[src/source/wave_geometry_pkg.sv]
/*
	Alien wave geometry
	Screen limits, sprite sizes, speed thresholds and the coordinate
	types shared by the movers, renderers and the top level
*/
package wave_geometry_pkg;

	typedef logic [9:0] coord_t;        // Screen x or y
	typedef logic [9:0] sprite_addr_t;  // Room for both sprite frames
	typedef logic [2:0] alien_idx_t;    // Alien 0 to 6 within a row

	// Row layout
	localparam int ALIENS_PER_ROW = 7;
	localparam coord_t ALIEN_W = 10'd21;  // Sprite width in pixels
	localparam coord_t ALIEN_H = 10'd16;  // Sprite height in pixels
	localparam coord_t ALIEN_GAP = 10'd9;
	localparam coord_t ALIEN_PITCH = ALIEN_W + ALIEN_GAP;  // 30

	// Whole row width, no gap after the last alien
	localparam coord_t ROW_W = coord_t'(ALIENS_PER_ROW) * ALIEN_PITCH - ALIEN_GAP;

	// Horizontal playfield
	localparam coord_t X_START = 10'd170;
	localparam coord_t X_MIN = 10'd170;  // Left bounce point
	localparam coord_t X_MAX = 10'd478;  // Right screen edge of the field

	// Vertical motion
	localparam coord_t DESCEND = 10'd4;    // Drop at each side limit
	localparam coord_t LAND_Y = 10'd420;   // Row bottom at or below this has landed
	localparam coord_t SPEED2_Y = 10'd65;  // Above this y, 2 px per step
	localparam coord_t SPEED3_Y = 10'd240; // Above this y, 3 px per step

	// Arm animation
	// Edge columns swap to the arms-up frame
	localparam coord_t ARM_LEFT_COL = 10'd2;
	localparam coord_t ARM_RIGHT_COL = 10'd18;

	// One frame is 21 x 16 pixels
	localparam sprite_addr_t ARM_FRAME_OFS = sprite_addr_t'(ALIEN_W * ALIEN_H);

endpackage

[src/source/wave_types_pkg.sv]
/*
	Alien wave signal types
	Game command encoding and the packed structs passed between
	the row movers, renderers and the top level
*/
package wave_types_pkg;

	// Pause, game over and win all map onto hold
	typedef enum logic [1:0] {
		wave_reset = 2'd0,  // Back to start positions
		wave_play  = 2'd1,  // Rows march on step pulses
		wave_hold  = 2'd2   // Rows frozen
	} wave_cmd_t;

	// Top left corner of a row, 20 bits
	typedef struct packed {
		wave_geometry_pkg::coord_t x;
		wave_geometry_pkg::coord_t y;
	} row_pos_t;

	// Result of the per-pixel hit test, 14 bits
	typedef struct packed {
		logic                            hit;    // Pixel lies on an alien
		wave_geometry_pkg::alien_idx_t   index;  // Which alien of the row
		wave_geometry_pkg::sprite_addr_t addr;   // Sprite memory address
	} alien_pixel_t;

endpackage

[src/source/frame_pacer.sv]
/*
	Frame pacer
	Finds rising edges of the slow frame strobe, lets the rows step on
	every second frame and counts frames for the arm animation
*/
`timescale 1ns/1ps

module frame_pacer (
	input  logic Clk,
	input  logic arst_n,
	input  logic frame_clk,  // Slow frame strobe, about 60 Hz
	output logic step,       // One Clk pulse on odd frame edges
	output logic arm_up      // Arms-up sprite frame select
);

	logic       frame_q;     // Strobe sampled into the Clk domain
	logic       frame_prev;  // Previous sample for edge detect
	logic       frame_edge;  // One Clk pulse per strobe rise
	logic       go;          // Alternates every frame edge
	logic [4:0] frame_cnt;   // 32 frame animation period

	// Edge detect, pulse lands on the second Clk after the strobe rises
	always_ff @(posedge Clk or negedge arst_n)
	begin
		if (!arst_n)
		begin
			frame_q    <= 1'b0;
			frame_prev <= 1'b0;
			frame_edge <= 1'b0;
		end
		else
		begin
			frame_q    <= frame_clk;
			frame_prev <= frame_q;
			frame_edge <= frame_q & ~frame_prev;  // Low to high seen
		end
	end

	// Half-rate movement gate
	always_ff @(posedge Clk or negedge arst_n)
	begin
		if (!arst_n)
			go <= 1'b1;  // First edge after reset moves
		else if (frame_edge)
			go <= ~go;
	end

	// Animation counter
	always_ff @(posedge Clk or negedge arst_n)
	begin
		if (!arst_n)
			frame_cnt <= 5'd0;
		else if (frame_edge)
			frame_cnt <= frame_cnt + 5'd1;  // Wraps every 32 frames
	end

	assign step = frame_edge & go;
	assign arm_up = frame_cnt[4];  // Frames 16 to 31 show arms up

	// A step only ever rides a single-cycle edge pulse
	a_step_on_edge: assert property (
		@(posedge Clk) disable iff (!arst_n)
		step |-> frame_edge ##1 !frame_edge
	) else $error("step outside a single frame edge pulse");

endmodule

[src/source/row_mover.sv]
/*
	Row mover
	Holds one row's position and marching direction, bounces and drops
	at the side limits, speeds up with height and stops on landing
*/
`timescale 1ns/1ps

module row_mover #(
	parameter wave_geometry_pkg::coord_t start_y = 10'd0  // Row start height
) (
	input  logic                    Clk,
	input  logic                    arst_n,
	input  wave_types_pkg::wave_cmd_t cmd,
	input  logic                    step,    // Advance request from the pacer
	output wave_types_pkg::row_pos_t  pos,     // Top left corner of the row
	output logic                    landed   // Row bottom reached the ground
);

	import wave_geometry_pkg::*;
	import wave_types_pkg::*;

	// Right bounce point for the left edge of the row
	localparam coord_t X_RIGHT_LIM = X_MAX - ROW_W;
	localparam coord_t X_LOW_BOUND = X_MIN - 10'd3;  // Worst overshoot at speed 3

	logic       move_right;       // Current direction with 1 for right
	logic       next_right;
	coord_t     speed;            // Pixels per step
	coord_t     next_x;
	coord_t     next_y;
	logic [10:0] row_bottom;      // One extra bit so the sum never wraps

	// Speed tier from the height before the step
	always_comb
	begin
		if (pos.y > SPEED3_Y)
			speed = 10'd3;
		else if (pos.y > SPEED2_Y)
			speed = 10'd2;
		else
			speed = 10'd1;
	end

	// Bounce and descent at the side limits, then move
	always_comb
	begin
		next_right = move_right;
		next_y = pos.y;
		if (pos.x >= X_RIGHT_LIM)
		begin
			next_y = pos.y + DESCEND;  // Drop and turn left
			next_right = 1'b0;
		end
		else if (pos.x <= X_MIN)
		begin
			next_y = pos.y + DESCEND;  // Drop and turn right
			next_right = 1'b1;
		end
		// Move in the new direction
		if (next_right)
			next_x = pos.x + speed;
		else
			next_x = pos.x - speed;
	end

	always_ff @(posedge Clk or negedge arst_n)
	begin
		if (!arst_n)
		begin
			pos.x      <= X_START;
			pos.y      <= start_y;
			move_right <= 1'b1;
		end
		else if (cmd == wave_reset)
		begin
			pos.x      <= X_START;  // Restart the wave
			pos.y      <= start_y;
			move_right <= 1'b1;
		end
		else if (cmd == wave_play && step && !landed)
		begin
			pos.x      <= next_x;
			pos.y      <= next_y;
			move_right <= next_right;
		end
		// Hold or landed keeps everything
	end

	assign row_bottom = 11'(pos.y) + 11'(ALIEN_H);
	assign landed = row_bottom >= 11'(LAND_Y);

	// Bounce logic keeps the row near the playfield
	a_x_range: assert property (
		@(posedge Clk) disable iff (!arst_n)
		pos.x >= X_LOW_BOUND && pos.x <= X_MAX
	) else $error("row x %0d outside the playfield", pos.x);

	// A landed row is frozen until the next restart
	a_landed_frozen: assert property (
		@(posedge Clk) disable iff (!arst_n)
		landed && cmd != wave_reset |=> $stable(pos)
	) else $error("landed row moved");

endmodule

[src/source/row_renderer.sv]
/*
	Row renderer
	Per-pixel hit test for the seven aliens of one row, giving the alien
	index and the sprite address with the arms-up edge columns
*/
`timescale 1ns/1ps

module row_renderer (
	input  wave_types_pkg::row_pos_t     pos,     // Row top left corner
	input  logic                         arm_up,  // Animation frame select
	input  wave_geometry_pkg::coord_t    draw_x,  // Pixel being drawn
	input  wave_geometry_pkg::coord_t    draw_y,
	output wave_types_pkg::alien_pixel_t pixel
);

	import wave_geometry_pkg::*;
	import wave_types_pkg::*;

	coord_t off;     // Pixel x relative to the row and wrapping high left of it
	coord_t row_dy;  // Pixel y relative to the row
	logic   in_row;  // Inside the row bounding box

	assign off = draw_x - pos.x;
	assign row_dy = draw_y - pos.y;
	// Wrapped values land far above the limits
	assign in_row = (row_dy < ALIEN_H) && (off < ROW_W);

	always_comb
	begin
		coord_t cell_lo;   // Left edge of the alien cell under test
		coord_t col;       // Column inside the sprite
		logic   in_cell;

		pixel = '0;  // Background
		cell_lo = '0;
		col = '0;
		in_cell = 1'b0;
		if (in_row)
		begin
			// Cells do not overlap so at most one matches
			for (int i = 0; i < ALIENS_PER_ROW; i++)
			begin
				cell_lo = coord_t'(i) * ALIEN_PITCH;
				if (off >= cell_lo && off < cell_lo + ALIEN_W)
				begin
					in_cell = 1'b1;
					pixel.index = alien_idx_t'(i);
					col = off - cell_lo;
				end
			end
		end

		if (in_cell)
		begin
			pixel.hit = 1'b1;
			// Row major inside one 21 x 16 frame
			pixel.addr = sprite_addr_t'(row_dy) * sprite_addr_t'(ALIEN_W)
				+ sprite_addr_t'(col);
			if (arm_up && (col <= ARM_LEFT_COL || col >= ARM_RIGHT_COL))
				pixel.addr = pixel.addr + ARM_FRAME_OFS;  // Raised arms
		end

		// A hit names a real alien and stays within the two sprite frames
		if (pixel.hit)
		begin
			a_hit_valid: assert (pixel.index < ALIENS_PER_ROW
				&& pixel.addr < 2 * ARM_FRAME_OFS)
				else $error("bad hit index %0d addr %0d", pixel.index, pixel.addr);
		end
	end

endmodule

[src/source/alien_wave.sv]
/*
	Alien wave top level
	One frame pacer shared by the top and lower marching rows, each with
	its own mover and renderer, and the combined landing flag
*/
`timescale 1ns/1ps

module alien_wave #(
	parameter wave_geometry_pkg::coord_t TOP_ROW_Y = 10'd0,   // Upper row start
	parameter wave_geometry_pkg::coord_t LOW_ROW_Y = 10'd60   // Lower row start
) (
	input  logic                         Clk,
	input  logic                         arst_n,
	input  logic                         frame_clk,  // Slow frame strobe
	input  wave_types_pkg::wave_cmd_t    cmd,        // From the game FSM
	input  wave_geometry_pkg::coord_t    draw_x,     // From the VGA controller
	input  wave_geometry_pkg::coord_t    draw_y,
	output wave_types_pkg::row_pos_t     top_pos,
	output wave_types_pkg::row_pos_t     low_pos,
	output wave_types_pkg::alien_pixel_t top_pixel,
	output wave_types_pkg::alien_pixel_t low_pixel,
	output logic                         invaded     // Some row has landed
);

	logic step;        // Shared advance pulse
	logic arm_up;      // Shared animation frame
	logic top_landed;
	logic low_landed;

	// Both rows march in lock step
	frame_pacer u_pacer (
		.Clk       (Clk),
		.arst_n    (arst_n),
		.frame_clk (frame_clk),
		.step      (step),
		.arm_up    (arm_up)
	);

	row_mover #(.start_y(TOP_ROW_Y)) u_top_mover (
		.Clk    (Clk),
		.arst_n (arst_n),
		.cmd    (cmd),
		.step   (step),
		.pos    (top_pos),
		.landed (top_landed)
	);

	row_mover #(.start_y(LOW_ROW_Y)) u_low_mover (
		.Clk    (Clk),
		.arst_n (arst_n),
		.cmd    (cmd),
		.step   (step),
		.pos    (low_pos),
		.landed (low_landed)
	);

	// Hit test against the current draw position
	row_renderer u_top_render (
		.pos    (top_pos),
		.arm_up (arm_up),
		.draw_x (draw_x),
		.draw_y (draw_y),
		.pixel  (top_pixel)
	);

	row_renderer u_low_render (
		.pos    (low_pos),
		.arm_up (arm_up),
		.draw_x (draw_x),
		.draw_y (draw_y),
		.pixel  (low_pixel)
	);

	assign invaded = top_landed | low_landed;  // Either row ends the game

endmodule

[config.mk]
export PLATFORM = sky130hd
export DESIGN_NAME = alien_wave
export DESIGN_NICKNAME = d
export VERILOG_FILES = /design/src/source/wave_geometry_pkg.sv /design/src/source/wave_types_pkg.sv /design/src/source/frame_pacer.sv /design/src/source/row_mover.sv /design/src/source/row_renderer.sv /design/src/source/alien_wave.sv
export SDC_FILE = /design/constraint.sdc
export NUM_CORES = 1
export LEC_CHECK = 0
export BUFFER_PORTS_ARGS = -buffer_cell sky130_fd_sc_hd__buf_2
export CORE_UTILIZATION = 45
export DETAILED_ROUTE_END_ITERATION = 8
export GPL_TIMING_DRIVEN = 0
export SLEW_MARGIN = 40
export SYNTH_ARGS = -nofsm -noshare
export SYNTH_HDL_FRONTEND = slang
export SYNTH_SLANG_ARGS = --single-unit
[constraint.sdc]
create_clock -name Clk -period 9.39 [get_ports Clk]
set_clock_uncertainty 0.2 [all_clocks]
set_input_delay 0.4695 -clock Clk [delete_from_list [all_inputs] [get_ports Clk]]
set_output_delay 0.4695 -clock Clk [all_outputs]
set_load 0.02 [all_outputs]
==> key figures <==
Clocking
  – Clock sink count: 47
  – Htree depth: 2
  – Clock latency on the worst-skew pair: 0.30 ns
  – CTS root buf: clkbuf_16
  – Num CTS Buffers: 5
  – Reg clk slew, reported paths: 0.07 ns
  – Post-CTS Hold Buffers: 0
  – CTS tree: built
  – CTS max path bufs: 2
  – # Post-CTS Setup Buffers: 0

Worst setup path
  – RR Startpoint: u_top_mover.pos[13]
  – Slowest CP cell: dfstp_2
  – Reg2Reg Depth: 20
  – CP Data Required Time: around 8.7 ns
  – Reg2Reg Capture Point: u_top_mover.pos[19]
  – Critical Path Sink Type: primary output
  – CP startpoint kind: flip-flop
  – Critical path data arrival time: 8.24 ns
  – Crit-path max FO: 11
  – R2R Setup Slk: 5.00 ns
  – CP max stage delay: around 0.61 ns
  – Worst setup path category: flip-flop to primary output

Synthesis
  – Cell area after synthesis: 10000 um2
  – Top-count cell post-synth: ha_1
  – Yosys top cell area share: 17.9%
  – Main flop type after synthesis: dfrtp_1
  – Post-synthesis sequential area ratio: 11.9%
  – Asr flop ratio synth: 100%
  – Synth warn: 0
  – Number of synthesized flops with an enable pin: 0
  – Synthesized flop and latch total: 47
  – Most frequent cells after synthesis: ha_1 (143), inv_1 (139), a21oi_1 (105), nor2_1 (87), nand2_1 (82)
  – Mapped Cells: 1308
  – Synth unique cells: 96
  – Post-synth top area cell: ha_1
  – Mapped Avg Cell Area: 7.66 um2
  – Synth area leaders: ha_1 (18%), dfrtp_1 (8.0%), xnor2_1 (5.6%)

Drt
  – Antenna Nets Post-Route: 0
  – 1st-iter DRT viols: ~700
  – Routed len/inst: 17.8 um
  – Vias: 10000
  – Vias per cell: 5.94
  – DRT Pass-1 Iters: 5
  – DR DRC count: 0
  – Total wire length: 30.0 mm

Cells and area
  – Layout cell share with drive strength beyond 1: 12.9%
  – Non-Filler Instances: 1689
  – Final Net Count: 1600
  – P&R area growth vs syn: 10.6%

Timing
  – Fin. Hold Viols: 22
  – TNS Setup: 0 ns
  – Hold slack final: -0.0298 ns
  – Tmin final: 8.91 ns
  – Final worst slack: approximately 0.48 ns
  – Peak Freq: 0.112 GHz
  – Slew margin rel.: a little under half
  – Setup violations, final: 0
  – Tcrit/Tclk final: ~95%
  – Slew Limit Fails: 0
  – RSZ-0062 raised after global routing: no
  – Slew @ Worst Pin: 0.816 ns

Global route
  – Initial antenna violation count: 3
  – Global route total overflow: 0
  – Largest net degree at the start of global routing: 48
  – Vias in the first global route: 9078
  – First-pass GRT wire length: between 40 and 50 mm
  – GRT Total Usage: 26.6%

Floorplan
  – Core area: 21800 um2
  – Die Ht: 151 um
  – Row cnt: 54
  – Starting density of the core: 45.9%
  – Num ports: 94
  – Die width: 151 um
  – Die area: ~23000 um2

Power and ir drop
  – Worst VDD drop: 0.000306 V
  – Total power draw: roughly 3 mW
  – Leak: just over 5 nW
  – PwrDens: 266 nW/um2

Status
  – Failing checks: negative hold slack
  – Status: complete, but fails checks

Min path
  – Hold Crit Class: input port to asynchronous set/reset pin

Placed design
  – Cell Count Post-Placement: ~1700
  – Detail Placement HPWL: about 25 mm
  – Dpl ws: 0.172 ns
  – GP Congestion: between 0.9 and 1
  – IO Port Bufs: 89

Job
  – Maxcap violations: 0
[registers in the layout, indices dropped and copies added (netlist names)]
| name | count |
|---|---|
| u_low_mover.pos | 18 |
| u_top_mover.pos | 18 |
| u_pacer.frame_cnt | 5 |
| u_low_mover.move_right | 1 |
| u_pacer.frame_edge | 1 |
| u_pacer.frame_prev | 1 |
| u_pacer.frame_q | 1 |
| u_pacer.go | 1 |
| u_top_mover.move_right | 1 |
[area by class of cell]
| cell class | instances | area (um2) |
|---|---|---|
| Fill cell | 2190 | 10700 |
| Multi-Input combinational cell | 1079 | 8210 |
| Sequential cell | 47 | 1190 |
| Inverter | 142 | 533 |
| Timing Repair Buffer | 89 | 448 |
| Tap cell | 280 | 350 |
| Buffer | 42 | 188 |
| Clock buffer | 6 | 139 |
| Clock inverter | 2 | 13.8 |
| Antenna cell | 2 | 5.00 |
[how the worst max path moves through the flow]
stage,start,endpoint
floorplan,u_top_mover.pos[11],top_pixel[9]
global placement,draw_x[0],low_pixel[9]
detailed placement,draw_x[0],low_pixel[9]
CTS,u_low_mover.pos[11],low_pixel[9]
global route,u_top_mover.pos[11],top_pixel[9]
finish,u_low_mover.pos[11],low_pixel[9]
[power by group]
group	internal (mW)	switching (mW)
clock	0.107	0.0821
sequential	0.242	0.0451
combinational	1.05	1.42
[metal layers]
layer / up-vias / global-route usage (%) / part of all wire [%]
met5: - / 0 / 0.043
met4: 2 / 6.15 / 1.8
met3: 34 / 3.80 / 7.5
met2: 354 / 40.8 / 44
met1: 4672 / 38.9 / 47
li1: 4973 / - / -
[metrics by stage]
| stage | cell area [um2] | util [%] |
|---|---|---|
| global route | 11100 | 50.8 |
| global placement | 10800 | 49.6 |
| floorplan | 10000 | - |
| detailed placement | 10800 | 49.7 |
| CTS | 11000 | 50.4 |
| finish | 11100 | 50.8 |
[cell families (layout without fill, tap and decap cells)]
logic type      after synthesis  in the layout  synth area share [%]
compound gates              404            404                  28.3
simple gates                400            400                  20.1
buf+inv                     186            281                  7.27
fa+ha+maj                   169            169                  23.1
xor+xnor                     86             86                  7.81
flops                        47             47                  11.9
mux                          14             14                  1.45
other cells                   2              8                0.0750
[what timing repair did]
item | CTS | global route
cloned | 0 | 0
resized for setup | 1 | 10
setup endpoints to repair | 1 | 4
[cells in the final DEF, fill, tap and decap left out, types with 18 or more instances in the layout]
master	instances
ha_1	142
inv_1	139
a21oi_1	103
buf_2	94
nor2_1	87
nand2_1	82
o21ai_0	78
nand3_1	66
xnor2_1	63
dfrtp_1	32
clkbuf_1	28
nor3_1	26
fa_1	26
or3_1	22
a21o_1	18
a211oi_1	18
[worst max-delay path: cells and delay by family, from the launching register on]
family / cells / cell delay [ns]
compound gates: 10 / 2.42
xor+xnor: 4 / 0.95
fa+ha+maj: 6 / 2.18
buf+inv: 5 / 0.78
flops: 1 / 0.61
mux: 1 / 0.09
simple gates: 4 / 0.91
No activity file was read; power rests on OpenSTA's default activity.
